**config.mk**
```make
export PLATFORM = sky130hd
export DESIGN_NAME = fp_rt_unit
export DESIGN_NICKNAME = d
export VERILOG_FILES = /design/src/design/rt_pkg.sv /design/src/design/rt_job_if.sv /design/src/design/rt_res_if.sv /design/src/design/rt_unpack.sv /design/src/design/rt_engine.sv /design/src/design/rt_retire.sv /design/src/design/fp_rt_unit.sv
export SDC_FILE = /design/constraint.sdc
export NUM_CORES = 1
export LEC_CHECK = 0
export BUFFER_PORTS_ARGS = -buffer_cell sky130_fd_sc_hd__buf_4
export CELL_PAD_IN_SITES_DETAIL_PLACEMENT = 0
export CELL_PAD_IN_SITES_GLOBAL_PLACEMENT = 1
export CORE_AREA = 2 2 216 218
export DETAILED_ROUTE_END_ITERATION = 12
export DIE_AREA = 0 0 218 220
export PLACE_DENSITY_LB_ADDON = 0.15
export SYNTH_ARGS = -nofsm -noshare
export SYNTH_HDL_FRONTEND = slang
export SYNTH_SLANG_ARGS = --single-unit
```
**constraint.sdc**
```tcl
create_clock -name clk -period 7.8 [get_ports clk]
set_input_delay 0.78 -clock clk [delete_from_list [all_inputs] [get_ports clk]]
set_output_delay 0.78 -clock clk [all_outputs]
set_load 0.05 [all_outputs]
```
**src/design/rt_pkg.sv**
```systemverilog
`default_nettype none

package rt_pkg;

  localparam int EXP_BIAS = 127;
  localparam int MANT_W = 24;           // hidden bit included
  localparam int ITER_STEPS = 26;       // 24 mantissa + guard + one spare
  localparam logic [31:0] QNAN_WORD = 32'h7fc0_0000;

  typedef struct packed {
    logic        sign;
    logic [7:0]  exp;
    logic [22:0] frac;
  } fp32_fields_s;

  typedef union packed {
    logic [31:0]  raw;
    fp32_fields_s f;
  } fp32_word_u;

  typedef enum logic {
    op_div,
    op_sqrt
  } rt_op_e;

  // result class, decided before the iteration starts
  typedef enum logic [1:0] {
    cls_num,
    cls_zero,
    cls_inf,
    cls_nan
  } rt_class_e;

  typedef struct packed {
    logic invalid;
    logic div_zero;
    logic overflow;
    logic underflow;
    logic inexact;
  } fp_flags_s;

endpackage

`default_nettype wire

```
**src/design/rt_job_if.sv**
```systemverilog
`timescale 1ns/1ps
`default_nettype none

interface rt_job_if #(
  parameter int TAG_W = 4
);
  import rt_pkg::*;

  logic [1:0]          start;   // one bit per engine
  rt_op_e              op;
  logic                sign;
  logic signed [9:0]   exp_q;   // biased, before normalize
  logic [MANT_W:0]     mant_a;  // one extra bit for odd sqrt
  logic [MANT_W-1:0]   mant_b;
  rt_class_e           cls;
  fp_flags_s           flags_pre;
  logic [TAG_W-1:0]    tag;
  wire  [1:0]          idle;    // each engine drives its own bit

  modport front (output start, op, sign, exp_q, mant_a, mant_b, cls, flags_pre, tag,
                 input idle);

  modport engine (input start, op, sign, exp_q, mant_a, mant_b, cls, flags_pre, tag,
                  output idle);

endinterface

`default_nettype wire

```
**src/design/rt_res_if.sv**
```systemverilog
`timescale 1ns/1ps
`default_nettype none

interface rt_res_if #(
  parameter int TAG_W = 4
);
  import rt_pkg::*;

  logic                  done;    // level, held until take
  logic                  sign;
  logic signed [9:0]     exp_q;
  logic [ITER_STEPS-1:0] quot;    // msb has weight 2^0
  logic                  sticky;
  rt_class_e             cls;
  fp_flags_s             flags_pre;
  logic [TAG_W-1:0]      tag;
  logic                  take;

  modport source (output done, sign, exp_q, quot, sticky, cls, flags_pre, tag,
                  input take);

  modport sink (input done, sign, exp_q, quot, sticky, cls, flags_pre, tag,
                output take);

endinterface

`default_nettype wire

```
**src/design/rt_unpack.sv**
```systemverilog
`timescale 1ns/1ps
`default_nettype none

module rt_unpack #(
  parameter int TAG_W = 4
) (
  input  logic              clk,
  input  logic              rst,
  input  logic              in_en,
  input  rt_pkg::rt_op_e    in_op,
  input  logic [31:0]       in_a,
  input  logic [31:0]       in_b,
  input  logic [TAG_W-1:0]  in_tag,
  output logic              busy,
  rt_job_if.front           job
);
  import rt_pkg::*;

  fp32_word_u        wa;
  fp32_word_u        wb;
  rt_class_e         ca;
  rt_class_e         cb;
  logic              snan_a;
  logic              snan_b;
  logic signed [9:0] ea;
  logic signed [9:0] eb;
  logic signed [9:0] e_unb;
  rt_class_e         cls_d;
  fp_flags_s         flg_d;
  logic              sign_d;
  logic signed [9:0] exp_d;
  logic [MANT_W:0]   ma_d;
  logic [MANT_W-1:0] mb_d;

  logic              job_v;
  rt_op_e            op_r;
  logic              sign_r;
  logic signed [9:0] exp_r;
  logic [MANT_W:0]   ma_r;
  logic [MANT_W-1:0] mb_r;
  rt_class_e         cls_r;
  fp_flags_s         flg_r;
  logic [TAG_W-1:0]  tag_r;

  // subnormals count as zero
  function automatic rt_class_e classify(fp32_word_u w);
    if (w.f.exp == 8'h00) return cls_zero;
    if (w.f.exp != 8'hff) return cls_num;
    return (w.f.frac == '0) ? cls_inf : cls_nan;
  endfunction

  assign wa.raw = in_a;
  assign wb.raw = in_b;
  assign ca = classify(wa);
  assign cb = classify(wb);
  assign snan_a = (ca == cls_nan) && !wa.f.frac[22];
  assign snan_b = (cb == cls_nan) && !wb.f.frac[22];

  assign ea = $signed({2'b00, wa.f.exp});
  assign eb = $signed({2'b00, wb.f.exp});
  assign e_unb = ea - 10'(EXP_BIAS);

  assign exp_d = (in_op == op_sqrt) ? (e_unb >>> 1) + 10'(EXP_BIAS)
                                    : ea - eb + 10'(EXP_BIAS);
  // odd exponent: radicand x2 so the exponent halves exactly
  assign ma_d = (in_op == op_sqrt && e_unb[0]) ? {1'b1, wa.f.frac, 1'b0}
                                               : {2'b01, wa.f.frac};
  assign mb_d = {1'b1, wb.f.frac};

  always_comb begin
    cls_d = cls_num;
    flg_d = '0;
    sign_d = wa.f.sign ^ wb.f.sign;
    if (in_op == op_sqrt) begin
      sign_d = wa.f.sign;
      if (ca == cls_nan) begin
        cls_d = cls_nan;
        flg_d.invalid = snan_a;
      end else if (ca == cls_zero) begin
        cls_d = cls_zero;                 // sqrt(-0) stays -0
      end else if (wa.f.sign) begin
        cls_d = cls_nan;
        flg_d.invalid = 1'b1;
      end else if (ca == cls_inf) begin
        cls_d = cls_inf;
      end
    end else begin
      if (ca == cls_nan || cb == cls_nan) begin
        cls_d = cls_nan;
        flg_d.invalid = snan_a | snan_b;
      end else if ((ca == cls_inf && cb == cls_inf) || (ca == cls_zero && cb == cls_zero)) begin
        cls_d = cls_nan;
        flg_d.invalid = 1'b1;
      end else if (ca == cls_inf) begin
        cls_d = cls_inf;
      end else if (cb == cls_zero) begin
        cls_d = cls_inf;
        flg_d.div_zero = 1'b1;
      end else if (ca == cls_zero || cb == cls_inf) begin
        cls_d = cls_zero;
      end
    end
  end

  // lowest idle engine wins
  assign job.start = {job_v & ~job.idle[0] & job.idle[1], job_v & job.idle[0]};
  assign busy = job_v & ~(|job.idle);

  always_ff @(posedge clk) begin
    if (rst) begin
      job_v <= 1'b0;
    end else if (in_en) begin
      job_v <= 1'b1;
    end else if (|job.start) begin
      job_v <= 1'b0;
    end
  end

  always_ff @(posedge clk) begin
    if (in_en) begin
      op_r <= in_op;
      sign_r <= sign_d;
      exp_r <= exp_d;
      ma_r <= ma_d;
      mb_r <= mb_d;
      cls_r <= cls_d;
      flg_r <= flg_d;
      tag_r <= in_tag;
    end
  end

  assign job.op = op_r;
  assign job.sign = sign_r;
  assign job.exp_q = exp_r;
  assign job.mant_a = ma_r;
  assign job.mant_b = mb_r;
  assign job.cls = cls_r;
  assign job.flags_pre = flg_r;
  assign job.tag = tag_r;

  a_no_req_busy: assert property (@(posedge clk) disable iff (rst) in_en |-> !busy);

endmodule

`default_nettype wire

```
**src/design/rt_engine.sv**
```systemverilog
`timescale 1ns/1ps
`default_nettype none

module rt_engine #(
  parameter int TAG_W = 4,
  parameter int ENG_ID = 0
) (
  input  logic     clk,
  input  logic     rst,
  rt_job_if.engine job,
  rt_res_if.source res
);
  import rt_pkg::*;

  localparam int CNT_W = $clog2(ITER_STEPS + 1);
  localparam int REM_W = MANT_W + 6;
  localparam int RAD_W = 2 * ITER_STEPS;

  logic                  start_me;
  logic                  busy_q;
  logic                  done_q;
  logic [CNT_W-1:0]      cnt;

  logic [REM_W-1:0]      rem;
  logic [RAD_W-1:0]      rad;      // radicand, two bits per step
  logic [MANT_W-1:0]     dvs;
  logic [ITER_STEPS-1:0] quot;
  logic [REM_W-1:0]      step_in;
  logic [REM_W-1:0]      trial;
  logic [REM_W-1:0]      diff;
  logic [REM_W-1:0]      rem_nxt;
  logic                  q_bit;

  rt_op_e                op_q;
  logic                  sign_q;
  logic signed [9:0]     exp_q;
  rt_class_e             cls_q;
  fp_flags_s             flg_q;
  logic [TAG_W-1:0]      tag_q;

  assign start_me = job.start[ENG_ID];

  always_ff @(posedge clk) begin
    if (rst) begin
      busy_q <= 1'b0;
      done_q <= 1'b0;
      cnt <= '0;
    end else if (start_me) begin
      busy_q <= 1'b1;
      done_q <= 1'b0;
      cnt <= CNT_W'(ITER_STEPS);
    end else if (res.take) begin
      busy_q <= 1'b0;
      done_q <= 1'b0;
    end else if (cnt != '0) begin
      cnt <= cnt - 1'b1;
      if (cnt == CNT_W'(1)) done_q <= 1'b1;   // last digit lands now
    end
  end

  // one restoring step, div or sqrt
  always_comb begin
    if (op_q == op_sqrt) begin
      step_in = {rem[REM_W-3:0], rad[RAD_W-1 -: 2]};
      trial = {{(REM_W - ITER_STEPS - 2){1'b0}}, quot, 2'b01};   // 4q+1
    end else begin
      step_in = rem;
      trial = {{(REM_W - MANT_W){1'b0}}, dvs};
    end
    q_bit = step_in >= trial;
    diff = q_bit ? step_in - trial : step_in;
    rem_nxt = (op_q == op_sqrt) ? diff : {diff[REM_W-2:0], 1'b0};
  end

  always_ff @(posedge clk) begin
    if (start_me) begin
      op_q <= job.op;
      sign_q <= job.sign;
      exp_q <= job.exp_q;
      cls_q <= job.cls;
      flg_q <= job.flags_pre;
      tag_q <= job.tag;
      dvs <= job.mant_b;
      quot <= '0;
      rad <= {job.mant_a, {(RAD_W - MANT_W - 1){1'b0}}};
      rem <= (job.op == op_sqrt) ? '0 : {{(REM_W - MANT_W - 1){1'b0}}, job.mant_a};
    end else if (cnt != '0) begin
      rem <= rem_nxt;
      rad <= {rad[RAD_W-3:0], 2'b00};
      quot <= {quot[ITER_STEPS-2:0], q_bit};
    end
  end

  assign job.idle[ENG_ID] = ~busy_q;

  assign res.done = done_q;
  assign res.sign = sign_q;
  assign res.exp_q = exp_q;
  assign res.quot = quot;
  assign res.sticky = |rem;   // anything left is below the last digit
  assign res.cls = cls_q;
  assign res.flags_pre = flg_q;
  assign res.tag = tag_q;

  a_start_idle: assert property (@(posedge clk) disable iff (rst) start_me |-> !busy_q);

endmodule

`default_nettype wire

```
**src/design/rt_retire.sv**
```systemverilog
`timescale 1ns/1ps
`default_nettype none

module rt_retire #(
  parameter int TAG_W = 4
) (
  input  logic              clk,
  input  logic              rst,
  rt_res_if.sink            res0,
  rt_res_if.sink            res1,
  input  rt_pkg::fp_flags_s trap_en,
  output logic              out_en,
  output logic [31:0]       out_res,
  output rt_pkg::fp_flags_s out_flags,
  output logic [TAG_W-1:0]  out_tag,
  output logic              out_trap
);
  import rt_pkg::*;

  logic                  sel1;
  logic                  any_done;
  logic                  sign_s;
  logic signed [9:0]     exp_s;
  logic [ITER_STEPS-1:0] quot_s;
  logic                  stk_s;
  rt_class_e             cls_s;
  fp_flags_s             flg_s;
  logic [TAG_W-1:0]      tag_s;

  logic [MANT_W-1:0]     mant_n;
  logic                  guard;
  logic                  stk_n;
  logic signed [9:0]     exp_n;
  logic [MANT_W:0]       mant_r;
  logic signed [9:0]     exp_r;
  fp32_word_u            word_d;
  fp_flags_s             flags_d;

  // engine 0 first, engine 1 waits a cycle
  assign res0.take = res0.done;
  assign res1.take = res1.done & ~res0.done;
  assign sel1 = ~res0.done;
  assign any_done = res0.done | res1.done;

  assign sign_s = sel1 ? res1.sign : res0.sign;
  assign exp_s = sel1 ? res1.exp_q : res0.exp_q;
  assign quot_s = sel1 ? res1.quot : res0.quot;
  assign stk_s = sel1 ? res1.sticky : res0.sticky;
  assign cls_s = sel1 ? res1.cls : res0.cls;
  assign flg_s = sel1 ? res1.flags_pre : res0.flags_pre;
  assign tag_s = sel1 ? res1.tag : res0.tag;

  always_comb begin
    if (quot_s[ITER_STEPS-1]) begin
      mant_n = quot_s[ITER_STEPS-1 -: MANT_W];
      guard = quot_s[1];
      stk_n = quot_s[0] | stk_s;
      exp_n = exp_s;
    end else begin
      mant_n = quot_s[ITER_STEPS-2 -: MANT_W];  // quotient below 1
      guard = quot_s[0];
      stk_n = stk_s;
      exp_n = exp_s - 10'sd1;
    end
    // nearest even
    mant_r = {1'b0, mant_n} + (MANT_W + 1)'(guard & (stk_n | mant_n[0]));
    exp_r = exp_n + $signed({9'd0, mant_r[MANT_W]});
  end

  always_comb begin
    word_d.raw = QNAN_WORD;
    flags_d = flg_s;
    case (cls_s)
      cls_inf:  word_d.raw = {sign_s, 8'hff, 23'd0};
      cls_zero: word_d.raw = {sign_s, 31'd0};
      cls_num: begin
        word_d.f.sign = sign_s;
        flags_d.inexact = guard | stk_n;
        if (exp_r >= 10'sd255) begin
          word_d.f.exp = 8'hff;
          word_d.f.frac = '0;
          flags_d.overflow = 1'b1;
          flags_d.inexact = 1'b1;
        end else if (exp_r <= 10'sd0) begin
          word_d.f.exp = 8'h00;           // flush to signed zero
          word_d.f.frac = '0;
          flags_d.underflow = 1'b1;
          flags_d.inexact = 1'b1;
        end else begin
          word_d.f.exp = exp_r[7:0];
          word_d.f.frac = mant_r[22:0];   // zero when rounding carried out
        end
      end
      default: word_d.raw = QNAN_WORD;
    endcase
  end

  always_ff @(posedge clk) begin
    if (rst) begin
      out_en <= 1'b0;
    end else begin
      out_en <= any_done;
    end
  end

  always_ff @(posedge clk) begin
    out_res <= word_d.raw;
    out_flags <= flags_d;
    out_tag <= tag_s;
    out_trap <= |(flags_d & trap_en);
  end

  a_one_take: assert property (@(posedge clk) disable iff (rst) !(res0.take && res1.take));

endmodule

`default_nettype wire

```
**src/design/fp_rt_unit.sv**
```systemverilog
`timescale 1ns/1ps
`default_nettype none

module fp_rt_unit #(
  parameter int TAG_W = 4
) (
  input  logic              clk,
  input  logic              rst,
  input  logic              in_en,
  input  rt_pkg::rt_op_e    in_op,
  input  logic [31:0]       in_a,
  input  logic [31:0]       in_b,
  input  logic [TAG_W-1:0]  in_tag,
  input  rt_pkg::fp_flags_s trap_en,
  output logic              busy,
  output logic              out_en,
  output logic [31:0]       out_res,
  output rt_pkg::fp_flags_s out_flags,
  output logic [TAG_W-1:0]  out_tag,
  output logic              out_trap
);

  rt_job_if #(.TAG_W(TAG_W)) job_bus ();
  rt_res_if #(.TAG_W(TAG_W)) res0_bus ();
  rt_res_if #(.TAG_W(TAG_W)) res1_bus ();

  rt_unpack #(.TAG_W(TAG_W)) u_unpack (
    .clk    (clk),
    .rst    (rst),
    .in_en  (in_en),
    .in_op  (in_op),
    .in_a   (in_a),
    .in_b   (in_b),
    .in_tag (in_tag),
    .busy   (busy),
    .job    (job_bus)
  );

  rt_engine #(.TAG_W(TAG_W), .ENG_ID(0)) eng0 (
    .clk (clk),
    .rst (rst),
    .job (job_bus),
    .res (res0_bus)
  );

  rt_engine #(.TAG_W(TAG_W), .ENG_ID(1)) eng1 (
    .clk (clk),
    .rst (rst),
    .job (job_bus),
    .res (res1_bus)
  );

  rt_retire #(.TAG_W(TAG_W)) u_retire (
    .clk       (clk),
    .rst       (rst),
    .res0      (res0_bus),
    .res1      (res1_bus),
    .trap_en   (trap_en),
    .out_en    (out_en),
    .out_res   (out_res),
    .out_flags (out_flags),
    .out_tag   (out_tag),
    .out_trap  (out_trap)
  );

endmodule

`default_nettype wire

```
# [Yosys cells after proc, flatten, opt, wreduce, memory -nomap -nowiden]
# Cells that the tools add are included.
[word_totals] ff_bits=374 inputBits=77 out_inout_bits=44 wordCells=221
[classes] add_sub_neg=11 n_lt_le_gt_ge=4 eq_ne=14 mux=85 n_bitwise=19 reduce_logical=37
[ops] op="two-way mux 30 bit" count=10
[ops] op="two-way mux 52 bit" count=4
[ops] op="case mux 32 bit (3 select lines)" count=1
[ops] op="two-way mux 31 bit" count=2
[ops] op="greater-or-equal comparator 30 x 28 -> 1 bit" count=2
[ops] op="OR reduction 30 bit" count=2
[ops] op="subtractor 30 x 28 -> 30 bit" count=2
[ops] op="two-way mux 28 bit" count=2
[ops] op="two-way mux 25 bit" count=2
[ops] op="logical NOT 23 bit" count=2
[ops] op="two-way mux 2 bit" count=19
[ops] op="two-way mux 5 bit" count=7
[ops] op="two-way mux 1 bit" count=31
[ops] op="two-way mux 10 bit" count=3
[ops] op="two-way mux 26 bit" count=1
[ops] op="adder 24 x 25 -> 25 bit" count=1
[ops] op="bitwise AND 1 x 25 -> 25 bit" count=1
[ops] op="two-way mux 24 bit" count=1
[ops] op="logical NOT 8 bit" count=2
[ops] op="!= test 8 bit, second input constant" count=2
[ops] op="adder 10 x 2 -> 10 bit" count=1
[ops] op="adder 10 x 8 -> 10 bit, second input constant" count=1
[ops] op="== test 2 bit, second input constant" count=5
[ops] op="== test 5 x 1 -> 1 bit, second input constant" count=2
[ops] op="28 further kinds" count=64

# [Depth between registers and ports, before layout]
# Gate-level depths: netlist of run 1.
[depth] ltp_word=14 mapped_depth=30 ltp_nobuf=21

# [Least setup slack after synthesis of run 1]
# OpenSTA, ideal clock, no wires.
[synth_path] kind="register to register" start="register eng0.done_q (netlist: eng0.res.done)" end="register u_retire.out_res[11]" setup_ns=0.115 arrival_time_ns=5.545 required_ns=7.685 setup_slack_ns=2.140 stages_incl_launch_ff=31 n_path_buf=9 period_less_slack_ns=5.660 path_cell_list="dfxtp_1 > buf_6 > buf_12 > buf_8 > buf_2 > clkbuf_1 > buf_2 > clkbuf_1 > mux2i_1 > nand2_1 > nand2_1 > nor2b_1 > ha_1 > nand2_1 > nor3_2 > o2111ai_1 > nor3_1 > nand4_1 > nor4b_2 > and2_1 > ha_1 > ha_1 > and3_1 > buf_1 > nand3_1 > o31a_1 > o41ai_4 > a21oi_4 > nand3_2 > buf_4 > nor2_1"
[synth_lines] item="start, declared" line="rt_engine.sv:21" text="logic done_q;"
[synth_lines] item="start signal, assigned" line="rt_engine.sv:46" text="done_q <= 1'b0;"
[synth_lines] item="start signal, assigned" line="rt_engine.sv:50" text="done_q <= 1'b0;"
[synth_lines] item="start signal, assigned" line="rt_engine.sv:54" text="done_q <= 1'b0;"
[synth_lines] item="end signal, assigned" line="rt_retire.sv:107" text="out_res <= word_d.raw;"
[synth_lines] item="end, declared" line="rt_retire.sv:13" text="output logic [31:0] out_res,"

==> metrics.log, run 1 <==
[metrics] routed wire length: approximately 63,000 um
[metrics] normalized max-slew margin: 26.4%
[metrics] largest net degree at the start of global routing: 75
[metrics] crit path launch type: flop
[metrics] total power draw: 10.1 mW
[metrics] final setup violation count: 0
[metrics] CTS tree: built
[metrics] total congestion overflow: 0
[metrics] Synth Area per Inst: 9.91 um2
[metrics] category of the most critical setup path: reg -> reg
[metrics] Mapped Cells: roughly 2,200
[metrics] Post-Synthesis Net Count: 2,387
[metrics] number of placement rows: between 70 and 80
[metrics] top flip-flop cell by instance count after synthesis: sky130_fd_sc_hd__edfxtp_1
[metrics] quantity of I/O buffers inserted on ports: 120
[metrics] Max clock buf depth: 3
[metrics] most used cell along the critical path: sky130_fd_sc_hd__ha_1
[metrics] cts-stage hold buffer count: 0
[metrics] number of nets still failing antenna checks after routing: 0
[metrics] CP arrival: 6540 ps
[metrics] router iterations before antenna repair: 5
[metrics] classification of the worst-slack hold path: in -> reg
[metrics] result of the run: complete, no violations
[metrics] Critical path buffers and inverters: 0
[metrics] number of filler instances in the final layout: 4,142
[metrics] crit-path cells: mux2_2 > a21oi_1 > nor2b_1 > ha_1 > nand2_1 > nor3_2 > o2111ai_1 > nor3_1 > nand4_1 > nor4b_2 > and2_1 > ha_1 > ha_1 > and4b_1 > nand4_2 > xor2_2 > o41ai_4 > a21oi_4 > nand3_2 > a211oi_2
[metrics] relative contribution of the clock network to total power: 18.9%
[metrics] R2R setup slack: approximately 1700 ps
[metrics] number of nets in the layout: 2,461
[metrics] Post-CTS Repair Setup Buffers: 0
[metrics] leakage power: 9.47 nW
[metrics] required time reported for the critical path endpoint: ~8300 ps
[metrics] Max Clk Rate: between 150 and 200 MHz
[metrics] area share of and/or/nand/nor cells after synthesis: between 10% and 20%
[metrics] Final Slew Violations: 0
[metrics] via density per instance: 5.86
[metrics] multiplexer area fraction after synthesis: 11.3%
[metrics] number of warnings reported in the yosys synthesis log: 0
[metrics] Top delay family on crit path: simple AND/OR/NAND/NOR gates
[metrics] complex-gate fraction of the synthesized area: a little over an eighth
[metrics] routed via count: 17,300
[metrics] routing layer with the top usage in global route: met2
[metrics] synthesized cell area: 22,100 um2
[metrics] number of hold-slack violations in the final timing report: 0
[metrics] P_sw: 4.14 mW
[metrics] num ports: 121
[metrics] GRT Total Usage: 26.3%
[metrics] Die Height: 220 um
[metrics] critical path endpoint category: flop
[metrics] switching share of power: around two fifths
[metrics] GR Layer Usage met1: 38.3%
[metrics] via count of the first global-routing pass: ~16,000
[metrics] CTS Root Cell: sky130_fd_sc_hd__clkbuf_16
[metrics] number of clock sinks: 374
[metrics] half-perimeter wire length after detailed placement: roughly 46,000 um
[metrics] unrepaired setup endpoints after global routing: false
[metrics] MaxCap Viol Count: 0
[metrics] part of the Yosys area used for sequential elements: 45.9%
[metrics] number of levels the H-tree was split into: 2
[metrics] power density over the cells: between 400 and 500 nW/um2
[metrics] antenna violations before repair: 1
[metrics] Core Area: roughly 46,000 um2
[metrics] count of instances resized after the clock tree is built: 0
[metrics] cell internal pwr: ~6 mW
[metrics] clock latency at the later pin of the worst-skew pair: 580 ps
[metrics] combinational share of power: 48.0%
[metrics] Final Cycle Share: 77.7%
[metrics] number of buffers created by CTS: 42
[metrics] register share of total power: 33.1%
[metrics] Routed WL per cell: 21.5 um
[metrics] placer congestion estimate: 0.876
[metrics] overall die width: between 200 and 250 um
[metrics] peak supply drop: 0.241 mV
[metrics] Tightest Pin Transition: 1090 ps
[metrics] post-CTS clock slew at the launch and capture registers of the worst setup and hold paths: about 60 ps
[metrics] largest clock skew in the final design: 18.1 ps
[metrics] Area growth syn-to-layout: 12.1%
[metrics] fraction of final layout cells with drive strength greater than 1: 15.4%
[metrics] number of flops mapped to enable cells by yosys: 264
[metrics] biggest fanout along the worst timing path: 52
[metrics] accumulated negative setup slack: 0 ps
[metrics] area of the die: ~48,000 um2
[metrics] critical path's slowest cell: sky130_fd_sc_hd__dfxtp_4
[metrics] Initial Util: between 40 and 50%
[metrics] synthesized-area fraction occupied by xor and xnor cells: 4.71%
[metrics] combinational family with the most area after synthesis: simple AND/OR/NAND/NOR gates
[metrics] number of remaining DRC errors: 0
[metrics] GR Util met3: 3.71%
[metrics] FFs w/ async S/R, synth: 0%
[metrics] count of state elements after synthesis: ~370
[metrics] global-route wire length before repair: 96,400 um
[metrics] adder-cell share of the synthesized area: approximately 4.7%
[metrics] global routing usage on met2: 40.1%
[metrics] highest cell delay on the worst timing path: 780 ps
[metrics] count of distinct cell types in the synthesized netlist: 94
[metrics] final critical delay including setup and external delays: 6060 ps
[metrics] DRC marker count from the first detailed-route iteration: 1,571
==> through the flow <==
stage	area (um2)	hold slack [ps]	setup slack (ps)	util, %	cells
after floorplan	22100	421	2140	-	2229
after global placement	23400	425	1840	51.1	2866
after detailed placement	23400	434	1780	51.1	2866
after CTS	24800	347	1730	54.0	2942
after global routing	24800	360	1180	54.0	2942
final	24800	378	1740	54.0	2943
==> power by group through the flow <==
stage,combinational [mW],clock [mW],sequential (mW)
floorplan,3.65,0,3.24
global placement,4.74,0,3.36
detailed placement,4.79,0,3.36
CTS,4.82,1.95,3.33
global route,5.38,2.03,3.40
finish,4.85,1.92,3.35
==> flip-flops by register name (all words and copies together) (netlist names), 5 cells and up <==
signal / count
u_retire.out_res: 32
eng0.rem: 30
eng1.rem: 30
eng0.res.quot: 26
eng1.res.quot: 26
eng0.rad: 25
eng1.rad: 25
u_unpack.job.mant_a: 25
eng0.dvs: 23
eng1.dvs: 23
u_unpack.job.mant_b: 23
eng0.res.exp_q: 10
eng1.res.exp_q: 10
u_unpack.job.exp_q: 10
eng0.cnt: 5
eng1.cnt: 5
u_retire.out_flags: 5
==> layout make-up <==
type,count,area (um2),share of cell area (%)
clock inverters,16,133,0.536
clock buffers,60,1180,4.77
multi-input cells,1701,11300,45.7
diodes,1,2.50,0.0101
inverters,43,166,0.672
repair buffers,141,1060,4.28
well taps,607,759,3.07
flip-flops and latches,374,10100,40.9
==> metal layers <==
layer / up-vias / part of all wire (%)
li1: 8268 / -
met1: 8395 / 47
met2: 507 / 45
met3: 83 / 5.6
met4: 0 / 3.2
met5: - / 0
==> synthesized netlist by cell type (10+ instances only) <==
library cell / count / area share [%]
sky130_fd_sc_hd__ha_1: 78 / 4.4
sky130_fd_sc_hd__inv_1: 40 / 0.68
sky130_fd_sc_hd__nand2_1: 412 / 7.0
sky130_fd_sc_hd__mux2i_1: 102 / 4.6
sky130_fd_sc_hd__o21a_1: 10 / 0.34
sky130_fd_sc_hd__nand4_1: 19 / 0.54
sky130_fd_sc_hd__nand3_1: 43 / 0.97
sky130_fd_sc_hd__xnor2_1: 68 / 2.7
sky130_fd_sc_hd__clkbuf_1: 74 / 1.3
sky130_fd_sc_hd__mux4_2: 15 / 1.5
sky130_fd_sc_hd__a31oi_1: 18 / 0.51
sky130_fd_sc_hd__buf_1: 18 / 0.31
sky130_fd_sc_hd__nor2b_1: 35 / 0.99
sky130_fd_sc_hd__nor3_1: 40 / 0.91
sky130_fd_sc_hd__buf_2: 13 / 0.29
sky130_fd_sc_hd__o211ai_1: 13 / 0.44
sky130_fd_sc_hd__mux2_2: 97 / 4.9
sky130_fd_sc_hd__xor2_1: 44 / 1.7
sky130_fd_sc_hd__and2_1: 18 / 0.51
sky130_fd_sc_hd__o21ai_0: 66 / 1.5
sky130_fd_sc_hd__and3_1: 14 / 0.40
sky130_fd_sc_hd__nor2_1: 140 / 2.4
sky130_fd_sc_hd__a21oi_1: 187 / 4.2
sky130_fd_sc_hd__nor4_1: 33 / 0.93
sky130_fd_sc_hd__nand2b_1: 27 / 0.76
sky130_fd_sc_hd__dfxtp_1: 110 / 10
sky130_fd_sc_hd__a21o_1: 39 / 1.3
sky130_fd_sc_hd__edfxtp_1: 264 / 36
sky130_fd_sc_hd__o31ai_1: 10 / 0.34
sky130_fd_sc_hd__a211oi_1: 27 / 0.92
==> placed cells by master, fill, tap and decap left out, types with 6 or more instances in the layout <==
| cell | n |
|---|---|
| sky130_fd_sc_hd__and2_1 | 18 |
| sky130_fd_sc_hd__mux2_2 | 97 |
| sky130_fd_sc_hd__nand2b_1 | 26 |
| sky130_fd_sc_hd__clkbuf_16 | 43 |
| sky130_fd_sc_hd__nand3_1 | 43 |
| sky130_fd_sc_hd__xnor2_1 | 68 |
| sky130_fd_sc_hd__clkinv_1 | 6 |
| sky130_fd_sc_hd__mux2i_1 | 102 |
| sky130_fd_sc_hd__clkbuf_1 | 13 |
| sky130_fd_sc_hd__ha_1 | 78 |
| sky130_fd_sc_hd__o22ai_1 | 7 |
| sky130_fd_sc_hd__xor2_1 | 44 |
| sky130_fd_sc_hd__a21o_1 | 39 |
| sky130_fd_sc_hd__nor4_1 | 33 |
| sky130_fd_sc_hd__o31ai_1 | 10 |
| sky130_fd_sc_hd__nand2_1 | 410 |
| sky130_fd_sc_hd__nor2_1 | 140 |
| sky130_fd_sc_hd__buf_4 | 141 |
| sky130_fd_sc_hd__or3_1 | 9 |
| sky130_fd_sc_hd__a31oi_1 | 18 |
| sky130_fd_sc_hd__a21oi_1 | 187 |
| sky130_fd_sc_hd__o21bai_1 | 8 |
| sky130_fd_sc_hd__o21ai_0 | 66 |
| sky130_fd_sc_hd__nand3b_1 | 9 |
| sky130_fd_sc_hd__nor3_1 | 40 |
| sky130_fd_sc_hd__and3_1 | 14 |
| sky130_fd_sc_hd__dfxtp_1 | 109 |
| sky130_fd_sc_hd__a211oi_1 | 27 |
| sky130_fd_sc_hd__mux4_2 | 15 |
| sky130_fd_sc_hd__a31o_2 | 7 |
| sky130_fd_sc_hd__o21a_1 | 10 |
| sky130_fd_sc_hd__or2_2 | 8 |
| sky130_fd_sc_hd__edfxtp_1 | 264 |
| sky130_fd_sc_hd__o211ai_1 | 13 |
| sky130_fd_sc_hd__nand4_1 | 19 |
| sky130_fd_sc_hd__nor2b_1 | 34 |
| sky130_fd_sc_hd__inv_1 | 40 |
==> final timing paths <==
path                                                         startpoint                              end  cells past startpoint
worst max register to register                 eng0.res.done$_SDFF_PP0_      u_retire.out_res[8]$_DFF_P_                     20
worst max-delay path                           eng0.res.done$_SDFF_PP0_      u_retire.out_res[8]$_DFF_P_                     20
worst min register to register  u_unpack.job.flags_pre[3]$_SDFFCE_PP0P_  eng1.res.flags_pre[3]$_DFFE_PP_                      0
worst min-delay path                                          in_tag[0]    u_unpack.job.tag[0]$_DFFE_PP_                      1
==> cells by family (layout without fill, tap and decap cells) <==
| kind of cell | count (synthesis) | count (layout) |
|---|---|---|
| simple gates | 836 | 836 |
| flops | 374 | 374 |
| fa+ha+maj | 81 | 81 |
| buf+inv | 154 | 260 |
| other cells | 0 | 1 |
| compound gates | 453 | 453 |
| xor+xnor | 115 | 115 |
| mux | 216 | 216 |
Power figures use the tool's default switching activity.
==> inputs of run 2 (changes only) <==
Settings changed: ABC_AREA set to 1, CORE_AREA 2 2 216 218 to 2 2 230 232, DIE_AREA 0 0 218 220 to 0 0 232 234.
Clock period 7.8 ns to 5.25 ns, I/O delays scaled along.
==> run 2 against run 1 <==
  * Sequential power increased by 41%
  * Count of clock-buffer cells in the layout decreased by 8
  * First-iteration DRC count grew 6.4%
  * Hold slack lost 240 ps
  * Sequential cell count is the same
  * Critical path depth grew 9
  * Clock power grew 58%
  * Largest cell class unchanged
  * Critical endpoint is now u_retire.out_res[4]$_DFF_P_
==> metrics.log, run 2 <==
[metrics] number of flops mapped to enable cells by yosys: 264
[metrics] flip-flop count of the largest register after layout: 32
[metrics] crit path launch type: flop
[metrics] half-perimeter wire length after detailed placement: 52,100 um
[metrics] largest clock skew in the final design: approximately 33 ps
[metrics] Final Cycle Share: slightly below 90%
[metrics] top flip-flop cell by instance count after synthesis: sky130_fd_sc_hd__edfxtp_1
[metrics] top post-synthesis cells by area: sky130_fd_sc_hd__edfxtp_1, sky130_fd_sc_hd__nand2_1, sky130_fd_sc_hd__dfxtp_1, sky130_fd_sc_hd__inv_1, sky130_fd_sc_hd__o21ai_0
[metrics] relative contribution of the clock network to total power: 20.4%
[metrics] GR Util met3: ~2.6%
[metrics] Tightest Pin Transition: 1290 ps
[metrics] post-CTS clock slew at the launch and capture registers of the worst setup and hold paths: around 60 ps
[metrics] number of remaining DRC errors: 0
[metrics] highest cell delay on the worst timing path: 590 ps
[metrics] critical path endpoint category: flop
[metrics] combinational family with the most area after synthesis: simple AND/OR/NAND/NOR gates
[metrics] number of levels the H-tree was split into: 2
[metrics] combinational share of power: 47.8%
[metrics] number of buffers created by CTS: 43
[metrics] CTS tree: built
[metrics] most frequent standard cell in the layout excluding fill and tap cells: sky130_fd_sc_hd__nand2_1
[metrics] fraction of final layout cells with drive strength greater than 1: between 10% and 20%
[metrics] Initial Util: between 40 and 50%
[metrics] total placed instance area: 23,600 um2
[metrics] largest net degree at the start of global routing: 93
[metrics] count of distinct cell types in the synthesized netlist: 61
[metrics] CTS Root Cell: sky130_fd_sc_hd__clkbuf_16
[metrics] total congestion overflow: 0
[metrics] Synth Area per Inst: 8.21 um2
[metrics] Final Slew Violations: 0
[metrics] unrepaired setup endpoints after global routing: false
[metrics] via count of the first global-routing pass: 18,000
[metrics] power density over the cells: about 590 nW/um2
[metrics] placer congestion estimate: between 0.9 and 1
[metrics] result of the run: complete, no violations
[metrics] largest area contributor in the synthesized netlist: sky130_fd_sc_hd__edfxtp_1
[metrics] part of the Yosys area used for sequential elements: 45.9%
[metrics] DRC marker count from the first detailed-route iteration: 1,671
[metrics] GR Layer Usage met1: 35.8%
[metrics] normalized max-slew margin: 13.8%
[metrics] Post-Synthesis Net Count: 2,845
[metrics] Core Area: 52,000 um2
[metrics] dominant cell by count in the synthesized netlist: sky130_fd_sc_hd__nand2_1
[metrics] final critical delay including setup and external delays: 4660 ps
[metrics] Worst Setup Slack post-DPL: 322 ps
[metrics] number of clock sinks: 374
[metrics] switching share of power: 43.8%
[metrics] number of nets still failing antenna checks after routing: 0
[metrics] synthesized cell area: between 20,000 and 25,000 um2
[metrics] accumulated negative setup slack: 0 ps
[metrics] routed via count: 18,800
[metrics] top register by number of flip-flops: u_retire.out_res
[metrics] register share of total power: 31.8%
[metrics] biggest fanout along the worst timing path: 29
[metrics] required time reported for the critical path endpoint: 5750 ps
[metrics] CP arrival: 5160 ps
[metrics] number of hold-slack violations in the final timing report: 0
[metrics] synthesized-area fraction occupied by xor and xnor cells: 2.98%
[metrics] category of the most critical setup path: reg -> reg
[metrics] antenna violations before repair: 0
[metrics] MaxCap Viol Count: 0
[metrics] multiplexer area fraction after synthesis: less than 1%
[metrics] adder-cell share of the synthesized area: roughly 4.7%
[metrics] overall die width: about 230 um
[metrics] most frequent cells after synthesis: sky130_fd_sc_hd__nand2_1, sky130_fd_sc_hd__inv_1, sky130_fd_sc_hd__edfxtp_1, sky130_fd_sc_hd__o21ai_0, sky130_fd_sc_hd__nor2_1
[metrics] number of nets in the layout: 2,942
[metrics] share of the synthesized area in the top cell type: 36.0%
[metrics] Die Height: 234 um
[metrics] routing layer with the top usage in global route: met2
[metrics] router iterations before antenna repair: 6
[metrics] Routed WL per cell: 19.5 um
[metrics] number of filler instances in the final layout: 5,107
[metrics] num ports: 121
[metrics] FFs w/ async S/R, synth: 0%
[metrics] Largest regs: u_retire.out_res x32, eng0.rem x30, eng1.rem x30
[metrics] number of warnings reported in the yosys synthesis log: 0
[metrics] routed wire length: 68,300 um
[metrics] global routing usage on met2: 40.0%
[metrics] antenna fix cells: 0
[metrics] total power draw: 14.9 mW
[metrics] Mapped Cells: 2,687
[metrics] via density per instance: 5.36
[metrics] GRT Total Usage: 25.0%
[metrics] Top delay family on crit path: simple AND/OR/NAND/NOR gates
[metrics] Critical path buffers and inverters: 5
[metrics] P_sw: about 6.5 mW
[metrics] Max clock buf depth: 3
[metrics] number of placement rows: 84
[metrics] quantity of I/O buffers inserted on ports: 120
[metrics] area of the die: roughly 54,000 um2
[metrics] global-route wire length before repair: 104,000 um
[metrics] most used cell along the critical path: sky130_fd_sc_hd__nand2_1
[metrics] complex-gate fraction of the synthesized area: 13.9%
[metrics] peak supply drop: 0.296 mV
[metrics] post-layout utilization of the core: between 40 and 50%
[metrics] cell internal pwr: 8.39 mW
[metrics] final setup violation count: 0
[metrics] leading cell types in the layout, fill and taps excluded: sky130_fd_sc_hd__nand2_1, sky130_fd_sc_hd__inv_1, sky130_fd_sc_hd__edfxtp_1
[metrics] area share of and/or/nand/nor cells after synthesis: 24.3%
[metrics] Max Clk Rate: about 210 MHz
[metrics] least setup slack across all paths after layout: around 590 ps
[metrics] clock latency at the later pin of the worst-skew pair: 580 ps
[metrics] Non-Filler Cell Area, Final: 25,100 um2
[metrics] Area growth syn-to-layout: 13.8%
[metrics] classification of the worst-slack hold path: in -> reg
[metrics] count of state elements after synthesis: about 370
[metrics] critical path's slowest cell: sky130_fd_sc_hd__dfxtp_4
[metrics] leakage power: 10.6 nW
-- run 2: changes by cell type in the layout (fill, tap and decap cells not counted), moves of 95 or more --
cell / change
sky130_fd_sc_hd__nand2_1: +276
sky130_fd_sc_hd__o21ai_0: +159
sky130_fd_sc_hd__nand3_1: +95
sky130_fd_sc_hd__mux2_2: -97
sky130_fd_sc_hd__inv_1: +268
-- run 2: final timing paths --
kind / start / endpoint / slack, ps / cells past startpoint
min: in_b[4] / u_unpack.job.mant_b[4]$_DFFE_PP_ / 140 / 1
min reg2reg: u_unpack.job.mant_b[18]$_DFFE_PP_ / eng1.dvs[18]$_DFFE_PP_ / 420 / 0
max: eng0.res.done$_SDFF_PP0_ / u_retire.out_res[4]$_DFF_P_ / 590 / 29
max reg2reg: eng0.res.done$_SDFF_PP0_ / u_retire.out_res[4]$_DFF_P_ / 590 / 29
-- run 2: per-layer routing --
metal  share of wire (%)  vias to the layer above
li1                    -                     9347
met2                  45                      509
met4                 2.7                        0
met5                   0                        -
met3                 5.2                       85
met1                  47                     8852
-- run 2: cells by family after synthesis --
family	count (synthesis)
and+or+nand+nor	1192
muxes	12
xor gates and xnor gates	75
buffers and inverters	419
DFF	374
AOI/OAI and AO/OA	534
adders and majority gates	81
-- run 2: power groups by stage --
stage                     Combinational [mW]  Clock [mW]  Sequential (mW)
after floorplan                         5.05           0             4.76
after global placement                  7.03           0             4.78
after detailed placement                7.04           0             4.80
after CTS                               7.09        3.10             4.74
after global routing                    8.03        3.19             4.82
final                                   7.13        3.04             4.74
-- run 2: final cells by class --
type                            instances  area (um2)  share of cell area (%)
Sequential cell                       374       10100                    40.4
Timing Repair Buffer                  149        1190                    4.74
Multi-Input combinational cell       1894       10300                    40.9
Clock buffer                           52        1130                    4.51
Inverter                              322        1220                    4.87
Clock inverter                         27         284                    1.13
Tap cell                              688         861                    3.43
-- run 2: through the flow --
step / hold slack, ps / instances
floorplan: 412 / 2687
global placement: 415 / 3425
detailed placement: 429 / 3425
CTS: 106 / 3504
global route: 121 / 3506
finish: 140 / 3506
-- run 2: what timing repair did --
item	in CTS	in global routing
resized for setup	0	1
endpoints found under the setup margin	0	16
hold buffers	0	0
setup buffers	0	2
-- run 2: worst reg2reg max path, delay by kind of cell, from the launching register on --
family / cells / cell delay, ps
fa+ha+maj: 3 / 680
buf+inv: 5 / 690
simple gates: 19 / 2350
flops: 1 / 590
compound gates: 2 / 280
==> inputs of run 3 (changes only) <==
--- a/config.mk
+++ b/config.mk
@@ -7,3 +7,2 @@
 export LEC_CHECK = 0
-export ABC_AREA = 1
 export BUFFER_PORTS_ARGS = -buffer_cell sky130_fd_sc_hd__buf_4
@@ -11,5 +10,5 @@
 export CELL_PAD_IN_SITES_GLOBAL_PLACEMENT = 1
-export CORE_AREA = 2 2 230 232
+export CORE_AREA = 2 2 228 230
 export DETAILED_ROUTE_END_ITERATION = 12
-export DIE_AREA = 0 0 232 234
+export DIE_AREA = 0 0 230 232
 export PLACE_DENSITY_LB_ADDON = 0.15
==> constraint.sdc (replaced) <==
create_clock -name clk -period 5.25 [get_ports clk]
set_input_delay 0.7875 -clock clk [delete_from_list [all_inputs] [get_ports clk]]
set_output_delay 0.7875 -clock clk [all_outputs]
set_load 0.05 [all_outputs]
==> run 3 against run 2 <==
  * Sequential power rose by 4.6%
  * Global-route usage fell by 0.45 points
  * Non-clock buffer count rose by 28
  * Sequential cell count did not move
  * First-iteration DRC count fell by 11%
  * Design area rose by 1.1%
  * Clock skew fell by 6.4 ps
  * Final cell count fell by 13%
==> metrics.log, run 3 (synthesis gave the netlist of run 1 again) <==
[metrics] total area of multi-input combinational cells: 11,400 um2
[metrics] number of clock sinks: 374
[metrics] Max clock buf depth: 3
[metrics] via count of the first global-routing pass: 16,600
[metrics] DRC marker count from the first detailed-route iteration: about 1,500
[metrics] critical path's slowest cell: sky130_fd_sc_hd__or4_1
[metrics] result of the run: complete, no violations
[metrics] register share of total power: 32.2%
[metrics] P_sw: 6.28 mW
[metrics] classification of the worst-slack hold path: in -> reg
[metrics] largest clock skew in the final design: about 26 ps
[metrics] quantity of I/O buffers inserted on ports: 120
[metrics] Final Cycle Share: 93.4%
[metrics] Worst Setup SP: eng0.res.done$_SDFF_PP0_
[metrics] critical path endpoint category: flop
[metrics] sequential cell area in the final layout: a little over 10,000 um2
[metrics] antenna fix cells: 0
[metrics] Max Clk Rate: 204 MHz
[metrics] num ports: 121
[metrics] relative contribution of the clock network to total power: 19.6%
[metrics] MaxCap Viol Count: 0
[metrics] cts-stage hold buffer count: 0
[metrics] half-perimeter wire length after detailed placement: 48,600 um
[metrics] switching share of power: 40.8%
[metrics] routed via count: 17,400
[metrics] leading cell types in the layout, fill and taps excluded: sky130_fd_sc_hd__nand2_1, sky130_fd_sc_hd__edfxtp_1, sky130_fd_sc_hd__a21oi_1
[metrics] Worst Setup Slack post-DPL: -86.7 ps
[metrics] most frequent standard cell in the layout excluding fill and tap cells: sky130_fd_sc_hd__nand2_1
[metrics] total power draw: approximately 15 mW
[metrics] largest net degree at the start of global routing: 86
[metrics] fraction of final layout cells with drive strength greater than 1: around 17%
[metrics] flip-flop count of the largest register after layout: 32
[metrics] antenna violations before repair: 1
[metrics] power density over the cells: 607 nW/um2
[metrics] number of hold-slack violations in the final timing report: 0
[metrics] number of nets in the layout: 2,500
[metrics] Final Slew Violations: 0
[metrics] least setup slack across all paths after layout: 344 ps
[metrics] number of remaining DRC errors: 0
[metrics] clock latency at the later pin of the worst-skew pair: 590 ps
[metrics] final setup violation count: 0
[metrics] number of levels the H-tree was split into: 2
[metrics] crit-path cells: mux2_2 > a21oi_2 > nor2b_1 > ha_1 > nand2_1 > nor3_4 > o2111ai_4 > nor3_4 > nand4_1 > nor4b_4 > and2_1 > ha_1 > ha_1 > or4_1 > a211oi_1 > a21boi_4 > nor2b_2 > a21o_1
[metrics] Area growth syn-to-layout: 14.8%
[metrics] Tightest Pin Transition: about 1200 ps
[metrics] Die Height: 232 um
[metrics] final critical delay including setup and external delays: ~4900 ps
[metrics] CTS tree: built
[metrics] placer congestion estimate: slightly below 0.9
[metrics] number of placement rows: between 80 and 90
[metrics] router iterations before antenna repair: 8
[metrics] post-layout utilization of the core: 49.8%
[metrics] most used cell along the critical path: sky130_fd_sc_hd__ha_1
[metrics] CTS Root Cell: sky130_fd_sc_hd__clkbuf_16
[metrics] GRT Total Usage: approximately a quarter
[metrics] number of filler instances in the final layout: approximately 4,800
[metrics] highest cell delay on the worst timing path: 530 ps
[metrics] category of the most critical setup path: reg -> reg
[metrics] Core Area: 50,900 um2
[metrics] via density per instance: 5.71
[metrics] leakage power: 9.76 nW
[metrics] worst min-delay path startpoint: in_tag[1]
[metrics] cell internal pwr: just over 9 mW
[metrics] Initial Util: 43.4%
[metrics] Routed WL per cell: 21.8 um
[metrics] total congestion overflow: 0
[metrics] biggest fanout along the worst timing path: 7
[metrics] required time reported for the critical path endpoint: 5730 ps
[metrics] reg-to-reg critical path startpoint: eng0.res.done$_SDFF_PP0_
[metrics] routed wire length: 66,500 um
[metrics] area of the die: 53,400 um2
[metrics] crit path launch type: flop
[metrics] overall die width: 230 um
[metrics] post-CTS clock slew at the launch and capture registers of the worst setup and hold paths: 60 ps
[metrics] combinational share of power: 48.2%
[metrics] number of buffers created by CTS: between 40 and 50
[metrics] CP arrival: 5390 ps
[metrics] top register by number of flip-flops: u_retire.out_res
[metrics] Largest regs: u_retire.out_res x32, eng0.rem x30, eng1.rem x30
[metrics] peak supply drop: 0.258 mV
[metrics] global-route wire length before repair: 101,000 um
[metrics] normalized max-slew margin: approximately 16%
[metrics] number of nets still failing antenna checks after routing: 0
-- run 3: changes by cell type in the layout (fill, tap and decap cells not counted), moves of 90 or more --
cell                      before  now
sky130_fd_sc_hd__o21ai_0     225   66
sky130_fd_sc_hd__nand3_1     138   43
sky130_fd_sc_hd__nand2_1     686  410
sky130_fd_sc_hd__mux2_2        0   97
sky130_fd_sc_hd__inv_1       308   40
sky130_fd_sc_hd__mux2i_1      12  102
-- run 3: layer usage --
layer  up-vias  global-route usage [%]  wire, um  share of wire [%]
li1       8357                       -         -                  -
met1      8461                    34.9     30500                 46
met2       504                    38.8     30400                 46
met3       106                    3.46      3540                5.3
met4         2                    7.86      1940                2.9
met5         -                       0        13              0.020
-- run 3: path summary, 6_finish.rpt --
kind | to | slack [ps] | cells past startpoint
hold / removal | u_unpack.job.tag[1]$_DFFE_PP_ | 390 | 1
setup / recovery | u_retire.out_res[23]$_DFF_P_ | 340 | 18
hold reg to reg | eng1.res.exp_q[3]$_DFFE_PP_ | 440 | 0
setup reg to reg | u_retire.out_res[23]$_DFF_P_ | 340 | 18
-- run 3: critical path: cells and delay by family (launching register included) --
family                     cells  cell delay (ps)
AOI/OAI and AO/OA              5             1230
adders and majority gates      3              690
muxes                          1              380
and+or+nand+nor                9             2100
DFF                            1              390
-- run 3: layout make-up --
| type | instances | area share, % |
|---|---|---|
| well taps | 680 | 3.36 |
| clock buffers | 65 | 4.98 |
| repair buffers | 177 | 5.44 |
| flip-flops and latches | 374 | 40.0 |
| clock inverters | 14 | 0.553 |
| inverters | 43 | 0.656 |
| multi-input cells | 1702 | 45.1 |
-- run 3: through the flow --
step | TNS (ps) | area (um2) | hold slack (ps) | instances
after floorplan | 0 | 22100 | 421 | 2229
after global placement | -5.40 | 23800 | 426 | 2966
after detailed placement | -255 | 23800 | 430 | 2966
after CTS | 0 | 25200 | 355 | 3045
after global routing | -49.4 | 25400 | 364 | 3055
final | 0 | 25400 | 387 | 3055
-- run 3: power groups by stage --
stage / combinational (mW) / clock, mW / sequential [mW]
2_1_floorplan: 5.43 / 0 / 4.81
3_3_place_gp: 7.23 / 0 / 4.99
3_5_place_dp: 7.26 / 0 / 5.00
4_1_cts: 7.32 / 3.07 / 4.95
5_1_grt: 8.20 / 3.18 / 5.05
6_report: 7.42 / 3.01 / 4.96
-- run 3: timing repair --
item,4_1_cts,5_1_grt
endpoints found under the hold margin,0,0
buffers inserted,0,9
cloned,0,1
pin swaps,0,6
resized for setup,1,14
setup endpoints to repair,22,28
